$ cat src/verilog/fetch_pkg.sv
package fetch_pkg;

  //////////////////////////////
  // Widths and sizes
  //////////////////////////////
  localparam int DATA_WIDTH   = 32;                 // Instruction and address width
  localparam int ROM_DEPTH    = 64;                 // 32-bit words in the instruction ROM
  localparam int ROM_AW       = $clog2(ROM_DEPTH);  // ROM word index width
  localparam int FETCH_STAGES = 3;                  // Depth of the fetch PC shift register

  //////////////////////////////
  // Fixed values
  //////////////////////////////
  // First fetch address after reset
  localparam logic [DATA_WIDTH-1:0] BOOT_ADDR = 32'h0000_0000;

  // addi x0,x0,0
  localparam logic [DATA_WIDTH-1:0] NOP_INSTR = 32'h0000_0013;

  localparam logic [DATA_WIDTH-1:0] PC_STEP   = 32'd4;  // Bytes per instruction

  //////////////////////////////
  // RV32I major opcodes
  //////////////////////////////
  // Enum values are the raw instr[6:0] patterns
  typedef enum logic [6:0] {
    OPC_LUI     = 7'b0110111,  // U-type
    OPC_AUIPC   = 7'b0010111,  // U-type
    OPC_JAL     = 7'b1101111,  // J-type
    OPC_JALR    = 7'b1100111,  // I-type
    OPC_BRANCH  = 7'b1100011,  // B-type
    OPC_LOAD    = 7'b0000011,  // I-type
    OPC_STORE   = 7'b0100011,  // S-type
    OPC_OP_IMM  = 7'b0010011,  // I-type
    OPC_OP      = 7'b0110011,  // R-type, no immediate
    OPC_SYSTEM  = 7'b1110011,  // I-type
    OPC_ILLEGAL = 7'b0000000   // Any pattern not listed above
  } opcode_e;

endpackage : fetch_pkg

$ cat src/verilog/pipe_if.sv
// Fetch unit to decoder
interface fetch_if import fetch_pkg::*; ();
  logic [DATA_WIDTH-1:0] instr;     // Fetched instruction word
  logic [DATA_WIDTH-1:0] pc;        // Byte address of instr
  logic                  valid;     // instr/pc hold a live item
  logic                  ready;     // Level, high advances the whole fetch pipe
  logic                  jmp;       // One-cycle redirect pulse
  logic [DATA_WIDTH-1:0] jmp_addr;  // Next fetch address while jmp is high

  modport fetch  (output instr, pc, valid, input  ready, jmp, jmp_addr);
  modport decode (input  instr, pc, valid, output ready, jmp, jmp_addr);
endinterface : fetch_if

// Decoder to output register stage
interface dec_if import fetch_pkg::*; ();
  logic                  valid;
  logic [DATA_WIDTH-1:0] instr;
  logic [DATA_WIDTH-1:0] pc;
  opcode_e               opcode;  // Classified major opcode
  logic [4:0]            rd;      // Destination register, zero when the format has none
  logic [DATA_WIDTH-1:0] imm;     // Sign-extended immediate of the format
  logic                  ready;   // Output stage can take an item this cycle

  modport decode (output valid, instr, pc, opcode, rd, imm, input  ready);
  modport out    (input  valid, instr, pc, opcode, rd, imm, output ready);
endinterface : dec_if
$ cat src/verilog/dec_out_stage.sv
module dec_out_stage import fetch_pkg::*; (
  input  logic                  clk_i,
  input  logic                  rstn_i,
  dec_if.out                    d,

  // Downstream valid/ready
  output logic                  valid_o,
  input  logic                  ready_i,
  output logic [DATA_WIDTH-1:0] instr_o,
  output logic [DATA_WIDTH-1:0] pc_o,
  output logic [DATA_WIDTH-1:0] imm_o,
  output opcode_e               opcode_o,
  output logic [4:0]            rd_o,
  output logic [15:0]           issue_count_o  // Transfers seen at the output
);

  logic full_q;  // Register holds an item
  logic load;

  //////////////////////////////
  // Handshake
  //////////////////////////////
  // Space when empty or when the held item leaves this cycle
  assign d.ready = ~full_q | ready_i;
  assign load    = d.valid & d.ready;
  assign valid_o = full_q;

  always_ff @(posedge clk_i) begin
    if (!rstn_i) begin
      full_q <= 1'b0;
    end else if (d.ready) begin
      full_q <= d.valid;  // Refill or drain to empty
    end
  end

  // Payload
  always_ff @(posedge clk_i) begin
    if (load) begin
      instr_o  <= d.instr;
      pc_o     <= d.pc;
      imm_o    <= d.imm;
      opcode_o <= d.opcode;
      rd_o     <= d.rd;
    end
  end

  //////////////////////////////
  // Issue counter
  //////////////////////////////
  always_ff @(posedge clk_i) begin
    if (!rstn_i) begin
      issue_count_o <= '0;
    end else if (full_q & ready_i) begin
      issue_count_o <= issue_count_o + 16'd1;  // Wraps at 64k
    end
  end

endmodule : dec_out_stage

$ cat src/verilog/fetch_top.sv
module fetch_top import fetch_pkg::*; (
  input  logic                  clk_i,
  input  logic                  rstn_i,
  input  logic                  run_i,        // Lets fetch leave BOOT_ADDR
  input  logic                  ready_i,      // Downstream can take an instruction

  // ROM load port
  input  logic                  load_en_i,
  input  logic [ROM_AW-1:0]     load_addr_i,
  input  logic [DATA_WIDTH-1:0] load_data_i,

  // Decoded instruction stream
  output logic                  valid_o,
  output logic [DATA_WIDTH-1:0] instr_o,
  output logic [DATA_WIDTH-1:0] pc_o,
  output logic [DATA_WIDTH-1:0] imm_o,
  output opcode_e               opcode_o,
  output logic [4:0]            rd_o,
  output logic [15:0]           issue_count_o
);

  logic [DATA_WIDTH-1:0] rom_addr;  // Byte address from fetch
  logic [DATA_WIDTH-1:0] rom_data;  // Word one cycle later

  fetch_if fetch_bus ();
  dec_if   dec_bus ();

  instr_rom u_rom (
    .clk_i     (clk_i),
    .wr_en_i   (load_en_i),
    .wr_addr_i (load_addr_i),
    .wr_data_i (load_data_i),
    .rd_addr_i (rom_addr),
    .rd_data_o (rom_data)
  );

  instr_fetch u_fetch (
    .clk_i      (clk_i),
    .rstn_i     (rstn_i),
    .run_i      (run_i),
    .rom_addr_o (rom_addr),
    .rom_data_i (rom_data),
    .f          (fetch_bus.fetch)
  );

  // Classifies, redirects on JAL and drops the wrong path
  instr_decode u_decode (
    .clk_i  (clk_i),
    .rstn_i (rstn_i),
    .f      (fetch_bus.decode),
    .d      (dec_bus.decode)
  );

  dec_out_stage u_out (
    .clk_i         (clk_i),
    .rstn_i        (rstn_i),
    .d             (dec_bus.out),
    .valid_o       (valid_o),
    .ready_i       (ready_i),
    .instr_o       (instr_o),
    .pc_o          (pc_o),
    .imm_o         (imm_o),
    .opcode_o      (opcode_o),
    .rd_o          (rd_o),
    .issue_count_o (issue_count_o)
  );

endmodule : fetch_top

$ cat src/verilog/instr_decode.sv
module instr_decode import fetch_pkg::*; (
  input  logic    clk_i,
  input  logic    rstn_i,
  fetch_if.decode f,
  dec_if.decode   d
);

  opcode_e               opcode;
  logic [DATA_WIDTH-1:0] imm_i;
  logic [DATA_WIDTH-1:0] imm_s;
  logic [DATA_WIDTH-1:0] imm_b;
  logic [DATA_WIDTH-1:0] imm_u;
  logic [DATA_WIDTH-1:0] imm_j;
  logic [DATA_WIDTH-1:0] imm;
  logic [4:0]            rd;
  logic                  on_path;   // Item is on the architectural path
  logic                  squash_q;  // Dropping wrong-path items after a JAL
  logic [DATA_WIDTH-1:0] target_q;  // JAL target the squash waits for

  //////////////////////////////
  // Opcode classification
  //////////////////////////////
  always_comb begin
    case (f.instr[6:0])
      OPC_LUI, OPC_AUIPC, OPC_JAL, OPC_JALR, OPC_BRANCH,
      OPC_LOAD, OPC_STORE, OPC_OP_IMM, OPC_OP, OPC_SYSTEM: begin
        opcode = opcode_e'(f.instr[6:0]);  // Enum values are the raw patterns
      end
      default: begin
        opcode = OPC_ILLEGAL;
      end
    endcase
  end

  // Immediates per format, all sign-extended from bit 31
  assign imm_i = {{20{f.instr[31]}}, f.instr[31:20]};
  assign imm_s = {{20{f.instr[31]}}, f.instr[31:25], f.instr[11:7]};
  assign imm_b = {{19{f.instr[31]}}, f.instr[31], f.instr[7], f.instr[30:25],
                  f.instr[11:8], 1'b0};
  assign imm_u = {f.instr[31:12], 12'b0};
  assign imm_j = {{11{f.instr[31]}}, f.instr[31], f.instr[19:12], f.instr[20],
                  f.instr[30:21], 1'b0};

  always_comb begin
    rd = f.instr[11:7];
    case (opcode)
      OPC_LUI, OPC_AUIPC:                       imm = imm_u;
      OPC_JAL:                                  imm = imm_j;
      OPC_JALR, OPC_LOAD, OPC_OP_IMM, OPC_SYSTEM: imm = imm_i;
      OPC_STORE: begin
        imm = imm_s;
        rd  = 5'd0;  // Bits 11:7 carry imm[4:0]
      end
      OPC_BRANCH: begin
        imm = imm_b;
        rd  = 5'd0;
      end
      default: imm = '0;  // R-type and illegal
    endcase
  end

  //////////////////////////////
  // JAL redirect and squash
  //////////////////////////////
  // While squashing, only the stored target ends the wrong-path stream
  assign on_path = ~squash_q | (f.pc == target_q);

  assign f.ready    = d.ready;  // Back-pressure straight through to fetch
  assign f.jmp      = f.valid & on_path & f.ready & (opcode == OPC_JAL);
  assign f.jmp_addr = f.pc + imm_j;

  always_ff @(posedge clk_i) begin
    if (!rstn_i) begin
      squash_q <= 1'b0;
    end else if (f.valid & f.ready) begin
      if (f.jmp) begin
        squash_q <= 1'b1;
      end else if (on_path) begin
        squash_q <= 1'b0;  // Target reached
      end
    end
  end

  always_ff @(posedge clk_i) begin
    if (f.jmp) begin
      target_q <= f.jmp_addr;
    end
  end

  // Outputs to the register stage
  assign d.valid  = f.valid & on_path;
  assign d.instr  = f.instr;
  assign d.pc     = f.pc;
  assign d.opcode = opcode;
  assign d.rd     = rd;
  assign d.imm    = imm;

endmodule : instr_decode

$ cat src/verilog/instr_fetch.sv
module instr_fetch import fetch_pkg::*; (
  input  logic                  clk_i,
  input  logic                  rstn_i,
  input  logic                  run_i,       // Low holds the pipe at its current address

  // ROM read port
  output logic [DATA_WIDTH-1:0] rom_addr_o,
  input  logic [DATA_WIDTH-1:0] rom_data_i,  // Word for last cycle's address

  fetch_if.fetch                f
);

  // pc_sr[0] is on the ROM address, pc_sr[1] matches rom_data_i, pc_sr[2] matches instr_q
  logic [DATA_WIDTH-1:0]   pc_sr [FETCH_STAGES];
  // Bit 0 tags pc_sr[1] and the top bit tags pc_sr[2]
  logic [FETCH_STAGES-2:0] valid_sr;
  logic [DATA_WIDTH-1:0]   instr_q;
  logic [DATA_WIDTH-1:0]   stall_save_q;   // ROM word caught as the pipe froze
  logic                    after_stall_q;  // Last clock edge did not advance the pipe
  logic                    advance;        // Whole pipe shifts this cycle

  assign advance = f.ready & run_i;

  //////////////////////////////
  // Program counter
  //////////////////////////////
  assign rom_addr_o = pc_sr[0];  // ROM address tracks the head of the shift register
  assign f.pc       = pc_sr[FETCH_STAGES-1];

  always_ff @(posedge clk_i) begin
    if (!rstn_i) begin
      for (int i = 0; i < FETCH_STAGES; i++) begin
        pc_sr[i] <= BOOT_ADDR;
      end
    end else if (advance) begin
      if (f.jmp) begin
        pc_sr[0] <= f.jmp_addr;         // Redirect to the JAL target
      end else begin
        pc_sr[0] <= pc_sr[0] + PC_STEP; // Sequential fetch
      end
      for (int i = 1; i < FETCH_STAGES; i++) begin
        pc_sr[i] <= pc_sr[i-1];
      end
    end
  end

  //////////////////////////////
  // Valid tracking
  //////////////////////////////
  // The address leaving pc_sr[0] on a jump is wrong-path and enters invalid
  always_ff @(posedge clk_i) begin
    if (!rstn_i) begin
      valid_sr <= '0;
    end else if (advance) begin
      valid_sr <= {valid_sr[FETCH_STAGES-3:0], ~f.jmp};
    end
  end

  // Nothing is offered to decode while the core is halted
  assign f.valid = valid_sr[FETCH_STAGES-2] & run_i;

  //////////////////////////////
  // Instruction register
  //////////////////////////////
  always_ff @(posedge clk_i) begin
    if (!rstn_i) begin
      instr_q <= NOP_INSTR;
    end else if (advance) begin
      if (after_stall_q) begin
        instr_q <= stall_save_q;  // ROM now shows the word for pc_sr[0] so the saved one goes in
      end else begin
        instr_q <= rom_data_i;
      end
    end
  end

  assign f.instr = instr_q;

  // Stall save
  // Catch rom_data_i on the first frozen edge while it still belongs to pc_sr[1]
  always_ff @(posedge clk_i) begin
    if (!rstn_i) begin
      stall_save_q <= NOP_INSTR;
    end else if (!after_stall_q) begin
      stall_save_q <= rom_data_i;
    end
  end

  always_ff @(posedge clk_i) begin
    if (!rstn_i) begin
      after_stall_q <= 1'b0;
    end else begin
      after_stall_q <= ~advance;  // Frozen by ready or by run_i alike
    end
  end

endmodule : instr_fetch

$ cat src/verilog/instr_rom.sv
module instr_rom import fetch_pkg::*; (
  input  logic                  clk_i,

  // Load port, written by the testbench before the core runs
  input  logic                  wr_en_i,
  input  logic [ROM_AW-1:0]     wr_addr_i,  // Word index
  input  logic [DATA_WIDTH-1:0] wr_data_i,

  // Read port, one cycle delay, no enable
  input  logic [DATA_WIDTH-1:0] rd_addr_i,  // Byte address
  output logic [DATA_WIDTH-1:0] rd_data_o
);

  logic [DATA_WIDTH-1:0] mem [ROM_DEPTH];  // Program words

  //////////////////////////////
  // Load port
  //////////////////////////////
  always_ff @(posedge clk_i) begin
    if (wr_en_i) begin
      mem[wr_addr_i] <= wr_data_i;
    end
  end

  //////////////////////////////
  // Registered read
  //////////////////////////////
  // Byte address down to a word index, upper bits wrap around the array
  always_ff @(posedge clk_i) begin
    rd_data_o <= mem[rd_addr_i[ROM_AW+1:2]];  // Data follows the address one clock later
  end

endmodule : instr_rom

$ cat config.mk
export PLATFORM = sky130hd
export DESIGN_NAME = fetch_top
export DESIGN_NICKNAME = d
export VERILOG_FILES = /design/src/verilog/fetch_pkg.sv /design/src/verilog/pipe_if.sv /design/src/verilog/dec_out_stage.sv /design/src/verilog/fetch_top.sv /design/src/verilog/instr_decode.sv /design/src/verilog/instr_fetch.sv /design/src/verilog/instr_rom.sv
export SDC_FILE = /design/constraint.sdc
export NUM_CORES = 2
export LEC_CHECK = 0
export BUFFER_PORTS_ARGS = -buffer_cell sky130_fd_sc_hd__buf_2
export CORE_ASPECT_RATIO = 1.2
export CORE_MARGIN = 4
export CORE_UTILIZATION = 45
export CTS_CLUSTER_SIZE = 25
export DETAILED_ROUTE_END_ITERATION = 6
export MAX_ROUTING_LAYER = met4
export PLACE_DENSITY = 0.71
export SYNTH_ARGS = -nofsm -noshare
export SYNTH_HDL_FRONTEND = slang
export SYNTH_SLANG_ARGS = --single-unit
$ cat constraint.sdc
create_clock -name clk_i -period 5.21 [get_ports clk_i]
set_input_delay 0.2605 -clock clk_i [delete_from_list [all_inputs] [get_ports clk_i]]
set_output_delay 0.2605 -clock clk_i [all_outputs]
set_load 0.01 [all_outputs]
==> results.toml <==
[place]
portBuffers = 167
dpl.hpwl_mm = 121
rd_place_congestion = 0.893
place_ws_ps = 1580
placed_area_mm2 = 0.0972

[drt]
drcViolationCount = 0
detail-route-antenna-nets = 0
post_drt_wl_per_cell_um = 29.2
dr_total_vias = 43500
first_pass_iters = 6
detail_route.vias_per_cell = 5.99
initialDrtViolationCount = 5212
postRouteWirelength_mm = 212

[flow_run]
cap_viol_max_count = 0

[sta]
timing_worst_slew_pin_value_ps = 1260
setup_slack_ps = 1570
timing_hold_violations_final = 0
grt_setup_unrepaired = "false"
layout_worst_path_cycle_share_pct = 70.0
max_freq_mhz = 274
min_period_ps = 3640
setup_viol_count_final = 0
finalSetupTns_ps = 0
final-max-slew-violation-count = 0
hold_slack_ps = 158
fin_worst_skew_ps = 39.3
relSlewSlack_pct = 16.0

[synth]
yosys_register_bits = 2401
yosys_most_used_dff = "sky130_fd_sc_hd__edfxtp_1"
synth-seq-area-share_pct = 76.8
synth_area_leader_cell = "sky130_fd_sc_hd__edfxtp_1"
synth_area_per_cell_um2 = 22.5
syn_inst = 4110
synth.top_cells.by_area = "sky130_fd_sc_hd__edfxtp_1 (74%), sky130_fd_sc_hd__mux4_2 (16%), sky130_fd_sc_hd__dfxtp_1 (2.5%)"
synth_cell_area_mm2 = 0.0923
syn-num-nets = 4186
synth-edff-count = 2284
synth_async_sr_flop_share_pct = 0
ys.warnings.count = 0
netlist-cell-type-count = 55
synth_top_cell_area_share_pct = 74.3

[layout]
layout.area.seq_mm2 = 0.0709
nFillCells = 15300
finish.net_count = 4476
layout.cells.most_common = "sky130_fd_sc_hd__edfxtp_1"
finish.instance_area_mm2 = 0.104
share_of_post_route_cells_with_drive_strength_above_1_pct = 29.6
multi_input_comb_area_mm2 = 0.0209
layout_common_cells = "sky130_fd_sc_hd__edfxtp_1 (2284), sky130_fd_sc_hd__mux4_2 (672), sky130_fd_sc_hd__clkbuf_16 (210)"
areaGrowthSynthToFinish_pct = 12.9

[run_status]
outcome = "completed"

[setup_path]
worst_ep_required_time_ps = 5830
worst_setup_path_start_kind = "flip-flop"
crit_path_max_fanout = 20
worstSetupPathType = "flip-flop to flip-flop"
worstPathArrival_ps = 4260
setup.worst_path.end_class = "flip-flop"

[power_and_ir_drop]
max-vdd-ir-drop_v = 0.000310
total_power_uw = 40100
p_leak_uw = 0.0331
power.density_cell_area_mw_per_mm2 = 384

[clocking]
clock_transition_at_the_registers_of_the_reported_paths_ps = 60
cts_sinks = 2401
numCtsBuffers = 209
clock_latency_ps = 860
htree_num_levels = 4
cts_tree = "built"
clock-root-buffer = "sky130_fd_sc_hd__clkbuf_16"
maximum_clock_insertion_buffer_count = 3

[die]
chipHeight_um = 504
chipWidth_um = 421
die_area_mm2 = 0.213
core_region_area_mm2 = 0.203
start_util_pct = 45.4
ioPinCount = 168
placementRows = 181

[grt]
pin_count_of_the_biggest_net_entering_global_routing = 127
grt_busiest_layer = "met2"
grt_first_pass_wirelength_mm = 311
grtUsageMet1_pct = 27.2
grtUsageMet3_pct = 3.77
global_route.usage.met2_pct = 33.3
overflow = 0
first_global_vias = 43900
grtUsageTotal_pct = 20.5
initial_antenna_violation_count = 30

[worst_hold_path]
hp-class = "input pin to flip-flop"
[state kept, by name, summed over array words and instances (netlist names)]
signal                 flops
u_out.instr_o             32
u_out.opcode_o             7
u_out.pc_o                32
u_fetch.pc_sr             96
u_decode.target_q         32
u_out.issue_count_o       16
u_out.rd_o                 5
u_rom.mem               2048
u_fetch.after_stall_q      1
u_out.valid_o              1
u_fetch.valid_sr           2
u_rom.rd_data_o           32
u_fetch.stall_save_q      32
u_out.imm_o               32
u_fetch.f.instr           32
u_decode.squash_q          1
[layer usage]
layer	vias up	share of wire, %
met4	0	2.1
met1	23300	39
li1	17900	-
met2	2006	51
met3	293	8.0
met5	-	0
[critical path, cell delays in order (launching register included)]
cell and delay (ps):
sky130_fd_sc_hd__edfxtp_1 440, sky130_fd_sc_hd__xor2_1 170, sky130_fd_sc_hd__nor4_1 440, sky130_fd_sc_hd__nand4_1 200
sky130_fd_sc_hd__o21ai_0 200, sky130_fd_sc_hd__and3_4 410, sky130_fd_sc_hd__and2_2 440, sky130_fd_sc_hd__buf_4 300
sky130_fd_sc_hd__nand2_1 370, sky130_fd_sc_hd__o22ai_1 440
[cell usage after synthesis (all sizes together) (33+ instances only)]
| cell type | number |
|---|---|
| edfxtp | 2284 |
| mux4 | 672 |
| clkbuf | 122 |
| dfxtp | 117 |
| nand2 | 91 |
| nor2 | 91 |
| buf | 88 |
| and3 | 79 |
| xor2 | 61 |
| nor2b | 46 |
| xnor2 | 40 |
| nand3 | 37 |
| o21ai | 35 |
| mux2i | 34 |
| a21oi | 33 |
[stage by stage]
| step | instances | utilization, % |
|---|---|---|
| after CTS | 7239 | 51.2 |
| after detailed placement | 6839 | 47.8 |
| after global placement | 6839 | 47.8 |
| after global routing | 7259 | 51.3 |
| after floorplan | 4110 | - |
| final | 7259 | 51.3 |
[power by group]
group	internal, uW	switching, uW
combinational	1190	1490
clock	8740	6960
sequential	21400	261
total	31400	8710
[cell families after synthesis]
kind of cell,count (synthesis),share of synthesized area [%]
AO/OA/AOI/OAI,194,1.48
XOR/XNOR,101,0.958
adder cells (fa/ha/maj),33,0.455
buffers and inverters,236,1.07
flip-flops,2401,76.8
multiplexers,706,16.8
AND/OR/NAND/NOR,439,2.45
[worst paths after layout]
| check | slack [ps] | start | endpoint | depth (start not counted) |
|---|---|---|---|---|
| setup reg to reg | 1570 | u_fetch.pc_sr[0][85]$_SDFFCE_PN0P_ | u_fetch.pc_sr[0][2]$_SDFFCE_PN0P_ | 9 |
| hold reg to reg | 460 | u_fetch.valid_sr[0]$_SDFFE_PN0P_ | u_fetch.valid_sr[0]$_SDFFE_PN0P_ | 2 |
| setup / recovery | 1570 | u_fetch.pc_sr[0][85]$_SDFFCE_PN0P_ | u_fetch.pc_sr[0][2]$_SDFFCE_PN0P_ | 9 |
| hold / removal | 160 | load_data_i[31] | u_rom.mem[51][31]$_DFFE_PP_ | 1 |
[what timing repair did]
item / CTS / global route
hold endpoints to repair: 17 / 0
buffers inserted: 0 / 0
hold buffers: 3 / 0
gates resized for setup: 0 / 0
[final cells by class]
class | count | share of cell area [%]
antenna | 20 | 0.0480
clock buffer | 267 | 5.40
clock inverter | 130 | 1.30
inverter | 26 | 0.0948
multi-input combinational | 1473 | 20.0
sequential | 2401 | 68.0
tap | 2653 | 3.18
timing repair buffer | 289 | 1.91
(Power assumes the default switching activity.)
